**src/include/pong_config.svh**
```systemverilog
`ifndef PONG_CONFIG_SVH
`define PONG_CONFIG_SVH

// horizontal timing in pixel clocks.
`define PONG_H_ACTIVE 640
`define PONG_H_FPORCH 16
`define PONG_H_PULSE 96
`define PONG_H_MAX 800

// vertical timing in lines.
`define PONG_V_ACTIVE 480
`define PONG_V_FPORCH 10
`define PONG_V_PULSE 2
`define PONG_V_MAX 525

`define PONG_PADDLE_HALF 30     // half of the paddle height.
`define PONG_PADDLE_WIDTH 10
`define PONG_BALL_HALF 3

// rrr_ggg_bbb.
`define PONG_COLOR_BALL 9'b000_111_000  // green.
`define PONG_COLOR_LEFT 9'b111_111_000  // yellow.
`define PONG_COLOR_RIGHT 9'b000_111_111 // cyan.

`endif

```
**src/verilog/pong_pkg.sv**
```systemverilog
package pong_pkg;

    typedef logic [9:0] coord_t; // column, row or object centre.
    typedef logic [8:0] color_t; // red in [8:6], green in [5:3], blue in [2:0].

    typedef enum logic {
        IDLE, // ball parked at the centre.
        PLAY
    } game_state_e;

    // unsigned distance between two coordinates.
    function automatic coord_t coord_dist(input coord_t a, input coord_t b);
        coord_t d;
        if (a > b) begin
            d = a - b;
        end else begin
            d = b - a;
        end
        return d;
    endfunction

endpackage

```
**src/verilog/pong_game.sv**
```systemverilog
`timescale 1ns/1ns
`include "pong_config.svh"

module pong_game import pong_pkg::*; #(
    parameter int H_ACTIVE    = `PONG_H_ACTIVE,
    parameter int V_ACTIVE    = `PONG_V_ACTIVE,
    parameter int PADDLE_HALF = `PONG_PADDLE_HALF
) (
    input  logic   i_Clk,
    input  logic   i_rst_n,
    input  logic   i_frame_tick,
    input  logic   i_switch_1,
    input  logic   i_switch_2,
    input  logic   i_switch_3,
    input  logic   i_switch_4,
    output coord_t o_ball_x,
    output coord_t o_ball_y,
    output coord_t o_left_y,
    output coord_t o_right_y,
    output logic   o_left_point,
    output logic   o_right_point
);

    localparam coord_t X_CENTRE   = coord_t'(H_ACTIVE / 2);
    localparam coord_t Y_CENTRE   = coord_t'(V_ACTIVE / 2);
    localparam coord_t X_LAST     = coord_t'(H_ACTIVE - 1);
    localparam coord_t Y_LAST     = coord_t'(V_ACTIVE - 1);
    localparam coord_t PAD_TOP    = coord_t'(PADDLE_HALF);
    localparam coord_t PAD_BOTTOM = coord_t'(V_ACTIVE - PADDLE_HALF);

    game_state_e state;
    coord_t ball_x;
    coord_t ball_y;
    coord_t left_y;
    coord_t right_y;
    logic dx_neg; // 1 when moving left.
    logic dy_neg; // 1 when moving up.

    logic at_left;
    logic at_right;
    logic left_cover;
    logic right_cover;
    logic dx_neg_next;
    logic dy_neg_next;

    // one step of a paddle, clamped to keep it fully on screen.
    function automatic coord_t paddle_step(input coord_t y, input logic up, input logic down);
        coord_t y_next;
        y_next = y;
        if (up && (y > PAD_TOP)) begin
            y_next = y - 1'b1;
        end
        if (down && (y < PAD_BOTTOM)) begin
            y_next = y + 1'b1;
        end
        return y_next;
    endfunction

    assign at_right = (ball_x == X_LAST) && !dx_neg;
    assign at_left = (ball_x == '0) && dx_neg;
    assign right_cover = coord_dist(ball_y, right_y) < PAD_TOP;
    assign left_cover = coord_dist(ball_y, left_y) < PAD_TOP;

    always_comb begin
        dx_neg_next = dx_neg;
        dy_neg_next = dy_neg;
        if (at_right) begin
            dx_neg_next = 1'b1;
        end else if (at_left) begin
            dx_neg_next = 1'b0;
        end
        if (ball_y == '0) begin
            dy_neg_next = 1'b0; // top wall.
        end else if (ball_y == Y_LAST) begin
            dy_neg_next = 1'b1;
        end
    end

    always_ff @(posedge i_Clk or negedge i_rst_n) begin
        if (!i_rst_n) begin
            state <= IDLE;
            ball_x <= X_CENTRE;
            ball_y <= Y_CENTRE;
            left_y <= Y_CENTRE;
            right_y <= Y_CENTRE;
            dx_neg <= 1'b0;
            dy_neg <= 1'b0;
            o_left_point <= 1'b0;
            o_right_point <= 1'b0;
        end else begin
            o_left_point <= 1'b0;
            o_right_point <= 1'b0;
            if (i_frame_tick) begin
                if (state == IDLE) begin
                    ball_x <= X_CENTRE;
                    ball_y <= Y_CENTRE;
                    if (i_switch_1) begin
                        state <= PLAY; // serve.
                    end
                end else if (at_right && !right_cover) begin
                    state <= IDLE;
                    ball_x <= X_CENTRE;
                    ball_y <= Y_CENTRE;
                    o_left_point <= 1'b1;
                end else if (at_left && !left_cover) begin
                    state <= IDLE;
                    ball_x <= X_CENTRE;
                    ball_y <= Y_CENTRE;
                    o_right_point <= 1'b1;
                end else begin
                    dx_neg <= dx_neg_next;
                    dy_neg <= dy_neg_next;
                    ball_x <= dx_neg_next ? ball_x - 1'b1 : ball_x + 1'b1;
                    ball_y <= dy_neg_next ? ball_y - 1'b1 : ball_y + 1'b1;
                end
                left_y <= paddle_step(left_y, i_switch_1, i_switch_2);
                right_y <= paddle_step(right_y, i_switch_3, i_switch_4);
            end
        end
    end

    assign o_ball_x = ball_x;
    assign o_ball_y = ball_y;
    assign o_left_y = left_y;
    assign o_right_y = right_y;

endmodule

```
**src/verilog/pong_render.sv**
```systemverilog
`timescale 1ns/1ns
`include "pong_config.svh"

module pong_render import pong_pkg::*; #(
    parameter int H_ACTIVE     = `PONG_H_ACTIVE,
    parameter int PADDLE_HALF  = `PONG_PADDLE_HALF,
    parameter int PADDLE_WIDTH = `PONG_PADDLE_WIDTH,
    parameter int BALL_HALF    = `PONG_BALL_HALF
) (
    input  logic   i_Clk,
    input  logic   i_rst_n,
    input  coord_t i_column,
    input  coord_t i_row,
    input  logic   i_active,
    input  logic   i_hsync_n,
    input  logic   i_vsync_n,
    input  coord_t i_ball_x,
    input  coord_t i_ball_y,
    input  coord_t i_left_y,
    input  coord_t i_right_y,
    output color_t o_color,
    output logic   o_hsync_n,
    output logic   o_vsync_n
);

    localparam coord_t PAD_HALF   = coord_t'(PADDLE_HALF);
    localparam coord_t BALL_SIZE  = coord_t'(BALL_HALF);
    localparam coord_t LEFT_EDGE  = coord_t'(PADDLE_WIDTH);
    localparam coord_t RIGHT_EDGE = coord_t'(H_ACTIVE - PADDLE_WIDTH);

    logic ball_hit;
    logic left_hit;
    logic right_hit;
    color_t color_next;

    assign ball_hit = (coord_dist(i_column, i_ball_x) < BALL_SIZE)
                   && (coord_dist(i_row, i_ball_y) < BALL_SIZE);
    assign left_hit = (i_column < LEFT_EDGE) && (coord_dist(i_row, i_left_y) < PAD_HALF);
    assign right_hit = (i_column >= RIGHT_EDGE) && (coord_dist(i_row, i_right_y) < PAD_HALF);

    // paddles draw over the ball.
    always_comb begin
        color_next = '0;
        if (i_active) begin
            if (right_hit) begin
                color_next = `PONG_COLOR_RIGHT;
            end else if (left_hit) begin
                color_next = `PONG_COLOR_LEFT;
            end else if (ball_hit) begin
                color_next = `PONG_COLOR_BALL;
            end
        end
    end

    // syncs go through the same stage so they stay aligned with colour.
    always_ff @(posedge i_Clk or negedge i_rst_n) begin
        if (!i_rst_n) begin
            o_color <= '0;
            o_hsync_n <= 1'b1;
            o_vsync_n <= 1'b1;
        end else begin
            o_color <= color_next;
            o_hsync_n <= i_hsync_n;
            o_vsync_n <= i_vsync_n;
        end
    end

endmodule

```
**src/verilog/pong_top.sv**
```systemverilog
`timescale 1ns/1ns
`include "pong_config.svh"

module pong_top import pong_pkg::*; #(
    parameter int H_ACTIVE     = `PONG_H_ACTIVE,
    parameter int H_FPORCH     = `PONG_H_FPORCH,
    parameter int H_PULSE      = `PONG_H_PULSE,
    parameter int H_MAX        = `PONG_H_MAX,
    parameter int V_ACTIVE     = `PONG_V_ACTIVE,
    parameter int V_FPORCH     = `PONG_V_FPORCH,
    parameter int V_PULSE      = `PONG_V_PULSE,
    parameter int V_MAX        = `PONG_V_MAX,
    parameter int PADDLE_HALF  = `PONG_PADDLE_HALF,
    parameter int PADDLE_WIDTH = `PONG_PADDLE_WIDTH,
    parameter int BALL_HALF    = `PONG_BALL_HALF
) (
    input  logic       i_Clk,
    input  logic       i_rst_n,
    input  logic       i_switch_1,
    input  logic       i_switch_2,
    input  logic       i_switch_3,
    input  logic       i_switch_4,
    output logic       o_vga_hsync_n,
    output logic       o_vga_vsync_n,
    output logic [2:0] o_vga_red,
    output logic [2:0] o_vga_grn,
    output logic [2:0] o_vga_blu,
    output logic [6:0] o_seg_left_n,
    output logic [6:0] o_seg_right_n
);

    coord_t column;
    coord_t row;
    logic active;
    logic hsync_n;
    logic vsync_n;
    logic frame_tick;
    coord_t ball_x;
    coord_t ball_y;
    coord_t left_y;
    coord_t right_y;
    logic left_point;
    logic right_point;

    vga_timing #(
        .H_ACTIVE(H_ACTIVE),
        .H_FPORCH(H_FPORCH),
        .H_PULSE (H_PULSE),
        .H_MAX   (H_MAX),
        .V_ACTIVE(V_ACTIVE),
        .V_FPORCH(V_FPORCH),
        .V_PULSE (V_PULSE),
        .V_MAX   (V_MAX)
    ) vga_timing_inst (
        .i_Clk       (i_Clk),
        .i_rst_n     (i_rst_n),
        .o_column    (column),
        .o_row       (row),
        .o_active    (active),
        .o_hsync_n   (hsync_n),
        .o_vsync_n   (vsync_n),
        .o_frame_tick(frame_tick)
    );

    pong_game #(
        .H_ACTIVE   (H_ACTIVE),
        .V_ACTIVE   (V_ACTIVE),
        .PADDLE_HALF(PADDLE_HALF)
    ) pong_game_inst (
        .i_Clk        (i_Clk),
        .i_rst_n      (i_rst_n),
        .i_frame_tick (frame_tick),
        .i_switch_1   (i_switch_1),
        .i_switch_2   (i_switch_2),
        .i_switch_3   (i_switch_3),
        .i_switch_4   (i_switch_4),
        .o_ball_x     (ball_x),
        .o_ball_y     (ball_y),
        .o_left_y     (left_y),
        .o_right_y    (right_y),
        .o_left_point (left_point),
        .o_right_point(right_point)
    );

    pong_render #(
        .H_ACTIVE    (H_ACTIVE),
        .PADDLE_HALF (PADDLE_HALF),
        .PADDLE_WIDTH(PADDLE_WIDTH),
        .BALL_HALF   (BALL_HALF)
    ) pong_render_inst (
        .i_Clk    (i_Clk),
        .i_rst_n  (i_rst_n),
        .i_column (column),
        .i_row    (row),
        .i_active (active),
        .i_hsync_n(hsync_n),
        .i_vsync_n(vsync_n),
        .i_ball_x (ball_x),
        .i_ball_y (ball_y),
        .i_left_y (left_y),
        .i_right_y(right_y),
        .o_color  ({o_vga_red, o_vga_grn, o_vga_blu}),
        .o_hsync_n(o_vga_hsync_n),
        .o_vsync_n(o_vga_vsync_n)
    );

    score_display score_display_inst (
        .i_Clk        (i_Clk),
        .i_rst_n      (i_rst_n),
        .i_left_point (left_point),
        .i_right_point(right_point),
        .o_seg_left_n (o_seg_left_n),
        .o_seg_right_n(o_seg_right_n)
    );

endmodule

```
**src/verilog/score_display.sv**
```systemverilog
`timescale 1ns/1ns

module score_display (
    input  logic       i_Clk,
    input  logic       i_rst_n,
    input  logic       i_left_point,
    input  logic       i_right_point,
    output logic [6:0] o_seg_left_n,
    output logic [6:0] o_seg_right_n
);

    logic [1:0] point;
    logic [3:0] score [2]; // index 0 is the left player.
    logic [6:0] seg_n [2];

    // segment a in bit 6, active high.
    function automatic logic [6:0] seg_decode(input logic [3:0] value);
        logic [6:0] seg;
        case (value)
            4'h0: seg = 7'h7E;
            4'h1: seg = 7'h30;
            4'h2: seg = 7'h6D;
            4'h3: seg = 7'h79;
            4'h4: seg = 7'h33;
            4'h5: seg = 7'h5B;
            4'h6: seg = 7'h5F;
            4'h7: seg = 7'h70;
            4'h8: seg = 7'h7F;
            4'h9: seg = 7'h7B;
            4'hA: seg = 7'h77;
            4'hB: seg = 7'h1F;
            4'hC: seg = 7'h4E;
            4'hD: seg = 7'h3D;
            4'hE: seg = 7'h4F;
            default: seg = 7'h47;
        endcase
        return seg;
    endfunction

    assign point = {i_right_point, i_left_point};

    always_ff @(posedge i_Clk or negedge i_rst_n) begin
        if (!i_rst_n) begin
            for (int p = 0; p < 2; p++) begin
                score[p] <= '0;
                seg_n[p] <= ~7'h7E; // digit 0.
            end
        end else begin
            for (int p = 0; p < 2; p++) begin
                if (point[p]) begin
                    score[p] <= (score[p] == 4'd9) ? 4'd0 : score[p] + 1'b1;
                end
                seg_n[p] <= ~seg_decode(score[p]);
            end
        end
    end

    assign o_seg_left_n = seg_n[0];
    assign o_seg_right_n = seg_n[1];

endmodule

```
**src/verilog/vga_timing.sv**
```systemverilog
`timescale 1ns/1ns
`include "pong_config.svh"

module vga_timing import pong_pkg::*; #(
    parameter int H_ACTIVE = `PONG_H_ACTIVE,
    parameter int H_FPORCH = `PONG_H_FPORCH,
    parameter int H_PULSE  = `PONG_H_PULSE,
    parameter int H_MAX    = `PONG_H_MAX,
    parameter int V_ACTIVE = `PONG_V_ACTIVE,
    parameter int V_FPORCH = `PONG_V_FPORCH,
    parameter int V_PULSE  = `PONG_V_PULSE,
    parameter int V_MAX    = `PONG_V_MAX
) (
    input  logic   i_Clk,
    input  logic   i_rst_n,
    output coord_t o_column,
    output coord_t o_row,
    output logic   o_active,
    output logic   o_hsync_n,
    output logic   o_vsync_n,
    output logic   o_frame_tick
);

    localparam coord_t COL_LAST = coord_t'(H_MAX - 1);
    localparam coord_t ROW_LAST = coord_t'(V_MAX - 1);
    localparam coord_t HS_START = coord_t'(H_ACTIVE + H_FPORCH);
    localparam coord_t HS_END   = coord_t'(H_ACTIVE + H_FPORCH + H_PULSE);
    localparam coord_t VS_START = coord_t'(V_ACTIVE + V_FPORCH);
    localparam coord_t VS_END   = coord_t'(V_ACTIVE + V_FPORCH + V_PULSE);

    coord_t column;
    coord_t row;

    always_ff @(posedge i_Clk or negedge i_rst_n) begin
        if (!i_rst_n) begin
            column <= '0;
            row <= '0;
        end else if (column == COL_LAST) begin
            column <= '0;
            if (row == ROW_LAST) begin
                row <= '0;
            end else begin
                row <= row + 1'b1;
            end
        end else begin
            column <= column + 1'b1;
        end
    end

    assign o_column = column;
    assign o_row = row;
    assign o_active = (column < coord_t'(H_ACTIVE)) && (row < coord_t'(V_ACTIVE));

    // sync pulses sit after the front porch.
    assign o_hsync_n = !((column >= HS_START) && (column < HS_END));
    assign o_vsync_n = !((row >= VS_START) && (row < VS_END));

    assign o_frame_tick = (row == coord_t'(V_ACTIVE)) && (column == '0); // first blank line.

endmodule
```
**config.mk**
```make
export PLATFORM = sky130hd
export DESIGN_NAME = pong_top
export DESIGN_NICKNAME = d
export VERILOG_FILES = /design/src/verilog/pong_pkg.sv /design/src/verilog/pong_game.sv /design/src/verilog/pong_render.sv /design/src/verilog/pong_top.sv /design/src/verilog/score_display.sv /design/src/verilog/vga_timing.sv
export VERILOG_INCLUDE_DIRS = /design/src /design/src/include
export SDC_FILE = /design/constraint.sdc
export NUM_CORES = 1
export LEC_CHECK = 0
export BUFFER_PORTS_ARGS = -buffer_cell sky130_fd_sc_hd__buf_2
export CAP_MARGIN = 0
export CORE_ASPECT_RATIO = 0.6
export CORE_MARGIN = 2
export CORE_UTILIZATION = 25
export DETAILED_ROUTE_END_ITERATION = 12
export SLEW_MARGIN = 5
export SYNTH_ARGS = -nofsm -noshare
export SYNTH_HDL_FRONTEND = slang
export SYNTH_SLANG_ARGS = --single-unit
```
**constraint.sdc**
```tcl
create_clock -name i_Clk -period 7.3 [get_ports i_Clk]
set_clock_uncertainty 0.2 [all_clocks]
set_input_delay 0 -clock i_Clk [delete_from_list [all_inputs] [get_ports i_Clk]]
set_output_delay 0 -clock i_Clk [all_outputs]
set_load 0.1 [all_outputs]
```
# ---- Yosys cells after proc, flatten, opt, wreduce, memory -nomap -nowiden
# Memories as Yosys holds them, arrays and structs flattened.
# Index checks and enable logic that the tools add are counted.
dict set report word_totals {
  register_bits 98
  latchBits 0
  ramBits 0
  rom_bits 224
  in_bits 6
  out_inout_bits 25
  elab_cells 148
  memories 2
}
# memory depth width rd rd_ports_with_merged_regs wr line_no
set mem_list {}
lappend mem_list {{(no name shown)} 16 7 1 0 0 score_display.sv:19} ;# case (value)
lappend mem_list {{(no name shown)} 16 7 1 0 0 score_display.sv:19}
dict set report op_classes {
  n_addsub 24
  n_mul 0
  div 0
  order_cmp 24
  eq_ne 7
  shift 0
  muxes 41
  n_bitwise 4
  reduce_logical 28
}
# operator count
set ops {}
lappend ops {{$mux W10} 20}
lappend ops {{$sub A10 B10 Y10} 12}
lappend ops {{$add A10 B1 Y10 const B} 6}
lappend ops {{$gt A10 B10 Y1} 6}
lappend ops {{$lt A10 B5 Y1 const B} 4}
lappend ops {{$lt A10 B9 Y1 const B} 4}
lappend ops {{$sub A10 B1 Y10 const B} 4}
lappend ops {{$eq A10 B10 Y1 const B} 3}
lappend ops {{$logic_not A10 Y1} 3}
lappend ops {{$mux W9} 3}
lappend ops {{$eq A10 B9 Y1 const B} 2}
lappend ops {{$ge A10 B10 Y1 const B} 2}
lappend ops {{$gt A10 B5 Y1 const B} 2}
lappend ops {{$lt A10 B10 Y1 const B} 2}
lappend ops {{$lt A10 B2 Y1 const B} 2}
lappend ops {{$logic_and A1 B1 Y1} 15}
lappend ops {{$mux W1} 15}
lappend ops {{$not A7 Y7} 2}
lappend ops {{$ge A10 B9 Y1 const B} 1}
lappend ops {{$lt A10 B4 Y1 const B} 1}
lappend ops {{$add A4 B1 Y4 const B} 2}
lappend ops {{$eq A4 B4 Y1 const B} 2}
lappend ops {{$mux W4} 2}
lappend ops {{$mux W6} 1}
lappend ops {{other kinds (5)} 12}

# ---- Logic depth before layout (Yosys ltp)
dict set report logic_depth {
  ltp_word 9
  mapped_depth 15
  ltp_nobuf 15
}

# ---- Cells and area by module
# From an unflattened synthesis, not the netlist that was laid out.
dict set report unflattened {
  hier_cells 1369
  hier_area_um2 11354.6
}
# module n_inst cells_per_inst area_per_inst_um2 seq_area_each_um2
set modules_own_cells {}
lappend modules_own_cells {pong_game 1 589 5081.1 1143.6}
lappend modules_own_cells {pong_render 1 552 3992.6 127.6}
lappend modules_own_cells {score_display 1 121 1223.7 553.0}
lappend modules_own_cells {vga_timing 1 107 1057.3 500.5}

# ---- Worst setup path before layout
# OpenSTA, ideal clock, no wires.
dict set report synth_timing {
  path_type {flip-flop to flip-flop}
  startpoint {register pong_game_inst.ball_y[0], in the netlist pong_game_inst.o_ball_y[0]}
  endpoint {register pong_game_inst.dx_neg}
  setup_ps 125
  t_arrival_ps 3434
  t_required_ps 6975
  setup_slack_ps 3541
  stages_incl_launch_ff 15
  path_buffers 1
  period_less_slack_ps 3759
  path_cell_list {dfrtp_1 > inv_1 > ha_1 > inv_1 > fa_1 > a21o_1 > a221o_1 > a221oi_2 > o32ai_1 > or4b_1 > o22ai_1 > a21o_2 > o211ai_2 > buf_6 > mux2_4}
}
dict set report synth_via {
  elab_chain_cells 7
  elab_cells_between_ends 17
  cone_classes {add/sub: 4; order compare: 4; mux: 2; bitwise: 2; reduce/logical: 5}
}
# element line_no
set synth_rtl {}
lappend synth_rtl {{start, declared} pong_game.sv:33} ;# coord_t ball_y;
lappend synth_rtl {{start signal, assigned} pong_game.sv:114} ;# ball_y <= dy_neg_next ? ball_y - 1'b1 : ball_y + 1'b1;
lappend synth_rtl {{$sub A10 B10 Y10, or another cell as far along} pong_pkg.sv:17} ;# d = b - a;
lappend synth_rtl {{$mux W10} pong_pkg.sv:14} ;# if (a > b) begin
lappend synth_rtl {{$lt A10 B5 Y1 (on tied branches)} {pong_game.sv:61, pong_game.sv:62}}
lappend synth_rtl {{$logic_not A1 Y1 (on tied branches)} {pong_game.sv:100, pong_game.sv:105}}
lappend synth_rtl {{$logic_and A1 B1 Y1 (on tied branches)} {pong_game.sv:100, pong_game.sv:105}}
lappend synth_rtl {{$not A1 Y1 (no line)} n/a}
lappend synth_rtl {{$reduce_and A4 Y1 (no line) (*)} n/a}
lappend synth_rtl {{end signal, assigned} pong_game.sv:111} ;# dx_neg <= dx_neg_next;
lappend synth_rtl {{end, declared} pong_game.sv:36} ;# logic dx_neg;
# Every way passes the cells marked *; elsewhere a longest branch is shown, timed or not.
# A chain may end at the register's enable or synchronous reset.

# ---- Worst setup path after layout
dict set report layout_timing {
  startpoint {register pong_game_inst.left_y[7], in the netlist pong_game_inst.o_left_y[7]}
  endpoint {register pong_render_inst.o_color[5]}
}
dict set report layout_via {
  elab_chain_cells 7
  elab_cells_between_ends 9
  cone_classes {add/sub: 2; order compare: 2; mux: 4; reduce/logical: 1}
}
# element line_no
set layout_rtl {}
lappend layout_rtl {{start, declared} pong_game.sv:34} ;# coord_t left_y;
lappend layout_rtl {{start signal, assigned} pong_game.sv:116} ;# left_y <= paddle_step(left_y, i_switch_1, i_switch_2);
lappend layout_rtl {{$sub A10 B10 Y10, or another cell as far along} pong_pkg.sv:17}
lappend layout_rtl {{$mux W10 (*)} pong_pkg.sv:14}
lappend layout_rtl {{$lt A10 B5 Y1 (*)} pong_render.sv:38} ;# assign left_hit = (i_column < LEFT_EDGE) && (coord_dist(i_row, i_left_y) < PAD_HALF);
lappend layout_rtl {{$logic_and A1 B1 Y1 (*)} pong_render.sv:38}
lappend layout_rtl {{$mux W9 (*)} pong_render.sv:47} ;# end else if (left_hit) begin
lappend layout_rtl {{$mux W9 (*)} pong_render.sv:45} ;# if (right_hit) begin
lappend layout_rtl {{$mux W9 (*)} pong_render.sv:44} ;# if (i_active) begin
lappend layout_rtl {{end signal, assigned} pong_render.sv:62} ;# o_color <= color_next;
lappend layout_rtl {{end, declared} pong_render.sv:21} ;# output color_t o_color,
# Marked as above.

==> results.txt <==
Status: completed
Synth Flop Type: dfrtp_1
Worst path max stage delay: 1.11 ns
Resize count post-CTS: 0
Die X: 277 µm
Crit share post-route: 65.9%
Layout Utilization: 27.5%
Mapped Cells: 1367
Initial DRT Pass Iterations: 8
Largest net degree at the start of global routing: 59
Critical path buffers and inverters: 1
Total CTS buffers: 9
Crit path time final: 4.81 ns
1st-iter DRT viols: 1192
CP Launch Type: flip-flop
Crit. End Element: flip-flop
Net Count, Synth: 1547
Synth Cell Area: 11200 µm²
Final setup margin: 2.49 ns
CTS Sinks: 92
Top cell type by total area after synthesis: ha_1
Setup TNS: 0 ns
Part of the Yosys area used for sequential elements: 20.8%
Min-Delay Path Class: input pin to asynchronous set/reset pin
RSZ-0062 raised after global routing: false
Antenna Cells: 0
FF-to-FF path depth: 10
Port bufs: 30
Number of max-cap violations: 0
Pwr Density: 85.7 nW/µm²
Initial cell density of the core: 25.2%
Gr usage total: 15.8%
Hold WS: 0.0668 ns
#FFs+latches synth: 92
Skew-Pair Late Insertion Delay: 0.37 ns
HPWL after detailed placement: 29400 µm
Relative slew slack: 13.2%
CP arrival: 4.91 ns
Placed Cells: 1936
Root Buffer: clkbuf_16
Non-filler instance count after layout: 1958
Die area: 46600 µm²
# IOs: 31
Vias in the first global route: 9615
Fin nets: 1544
Avg WL per Cell: 18.9 µm
Longest Clk Path Bufs: 2
Pins Over Slew Limit: 0
First-pass GRT wire length: 57000 µm
Synth top area cells: ha_1, dfrtp_1, dfstp_2
CP max FO: 9
VDD IR-drop max: 0.0000949 V
Residual DRC count: 0
Reg-to-Reg Start: pong_game_inst.o_left_y[7]$_DFFE_PN1P_
Required time of the critical path: 7.39 ns
# rows: 60
H-tree depth: 3
CTS tree: yes
Final WL: 37000 µm
R2R setup slack: 2.49 ns
Die Span Y: 168 µm
Pre-CTS setup slack: 2.74 ns
Crit path max-delay family: compound AO/OA/AOI/OAI gates
Via density: 5.47
Synth top cells by count: ha_1, inv_1, nand2_1
Crit path kind: flip-flop to flip-flop
Achievable clock frequency: 208 MHz
Total gr overflow: 0
CP cell instances: inv_1, ha_1, nand4_1, nor3_1, a2111o_1, a21boi_1, or4_1, a2111oi_0, a22oi_1, o21ai_0
Crit. path cell count: 10
Asr flop ratio synth: 100%
Synth top area share: 17.7%
Leak Pwr: 5.33 nW
Slew @ Worst Pin: 1.27 ns
Finish-stage setup viols: 0
Fin. Hold Viols: 0
Synth Warn #: 0
Crit-path slowest cell: a2111oi_0
Routed vias: 10700
DRT antenna net count: 0
Post-synth EDFFs: 0
Global placer's final weighted congestion: 0.996
Share of cells above drive strength 1: 7.45%
Core Area: 44500 µm²
Syn Area/Cell: 8.19 µm²
Clock-pin slew on the worst setup and hold paths: 0.08 ns
Initial antenna violation count: 1
Top-count cell post-synth: ha_1
Reg-to-reg endpoint: pong_render_inst.o_color[5]$_DFF_PN0_
Yosys cell types: 81
Area growth syn-to-layout: 9.37%
[logic make-up (layout without fill, tap and decap cells)]
family / after synthesis / count (layout) / share of synthesized area [%]
xor gates and xnor gates: 71 / 71 / 5.55
DFF: 92 / 92 / 20.8
adders and majority gates: 174 / 174 / 20.5
AOI/OAI and AO/OA: 428 / 428 / 25.9
and+or+nand+nor: 397 / 397 / 18.0
muxes: 27 / 27 / 2.94
buffers and inverters: 178 / 180 / 6.38
[sequential cells by signal, indices dropped and copies added, names as in the netlist, 3 cells and up]
register	count
pong_render_inst.o_color	3
pong_game_inst.o_ball_y	10
score_display_inst.o_seg_right_n	7
vga_timing_inst.o_row	10
pong_game_inst.o_left_y	10
vga_timing_inst.o_column	10
pong_game_inst.o_ball_x	10
pong_game_inst.o_right_y	10
score_display_inst.score	8
score_display_inst.o_seg_left_n	7
[worst max-delay path by stage]
stage / from / to / slack [ns]
floorplan: pong_game_inst.o_ball_y[0]$_DFFE_PN0P_ / pong_game_inst.dx_neg$_DFFE_PN0P_ / 3.54
global placement: pong_game_inst.o_ball_y[0]$_DFFE_PN0P_ / pong_game_inst.dy_neg$_DFFE_PN0P_ / 2.83
detailed placement: vga_timing_inst.o_row[1]$_DFFE_PN0N_ / pong_render_inst.o_color[5]$_DFF_PN0_ / 2.74
CTS: vga_timing_inst.o_row[1]$_DFFE_PN0N_ / pong_render_inst.o_color[5]$_DFF_PN0_ / 2.70
global route: pong_game_inst.o_left_y[7]$_DFFE_PN1P_ / pong_render_inst.o_color[5]$_DFF_PN0_ / 2.30
finish: pong_game_inst.o_left_y[7]$_DFFE_PN1P_ / pong_render_inst.o_color[5]$_DFF_PN0_ / 2.49
[cell usage in the layout (no fill, tap or decap), drive strengths merged, types with 16 or more instances in the layout]
master    n
a21o     42
a21oi    89
buf      36
dfrtp    74
dfstp    18
fa       16
ha      158
inv     128
nand2   107
nand3    37
nand4    36
nor2     78
nor2b    18
nor3     26
o211ai   25
o21ai    89
o21bai   18
xnor2    42
xor2     29
[layer usage]
metal | GRT usage (%) | vias to the layer above | wire [µm]
met3 | 5.12 | 66 | 4050
met5 | 0 | - | 9
met2 | 18.8 | 490 | 12900
li1 | - | 5020 | -
met1 | 25.2 | 5128 | 19100
met4 | 5.01 | 2 | 930
[repair_timing]
| item | CTS | global route |
|---|---|---|
| hold buffers | 6 | 0 |
| endpoints found under the setup margin | 0 | 0 |
| setup buffers | 0 | 0 |
| hold endpoints to repair | 42 | 0 |
[through the flow]
stage               cell area, µm²  power (W)
global route                 12200    0.00109
floorplan                    11200   0.000527
global placement             11900   0.000542
finish                       12200    0.00105
CTS                          12200    0.00107
detailed placement           11900   0.000543
[power by group]
group | total, W | internal [W] | switching, W
registers | 0.000510 | 0.000510 | 0
logic | 0.0000268 | 0.00000823 | 0.0000186
clock network | 0.000513 | 0.000273 | 0.000239
total | 0.00105 | 0.000791 | 0.000258
[worst register-to-register path: cells and delay by family (launching register included)]
kind	cells	cell delay, ns
DFF	1	0.68
and+or+nand+nor	3	1.39
buffers and inverters	1	0.23
AOI/OAI and AO/OA	5	1.75
adders and majority gates	1	0.47
[cell type report]
| type | count | area, µm² |
|---|---|---|
| fillers | 4686 | 32300 |
| multi-input cells | 1097 | 8160 |
| flip-flops and latches | 92 | 2320 |
| well taps | 589 | 737 |
| inverters | 123 | 462 |
| repair buffers | 41 | 260 |
| clock buffers | 10 | 229 |
| clock inverters | 6 | 76.3 |
Note: power is estimated with default switching activity, not from simulation.
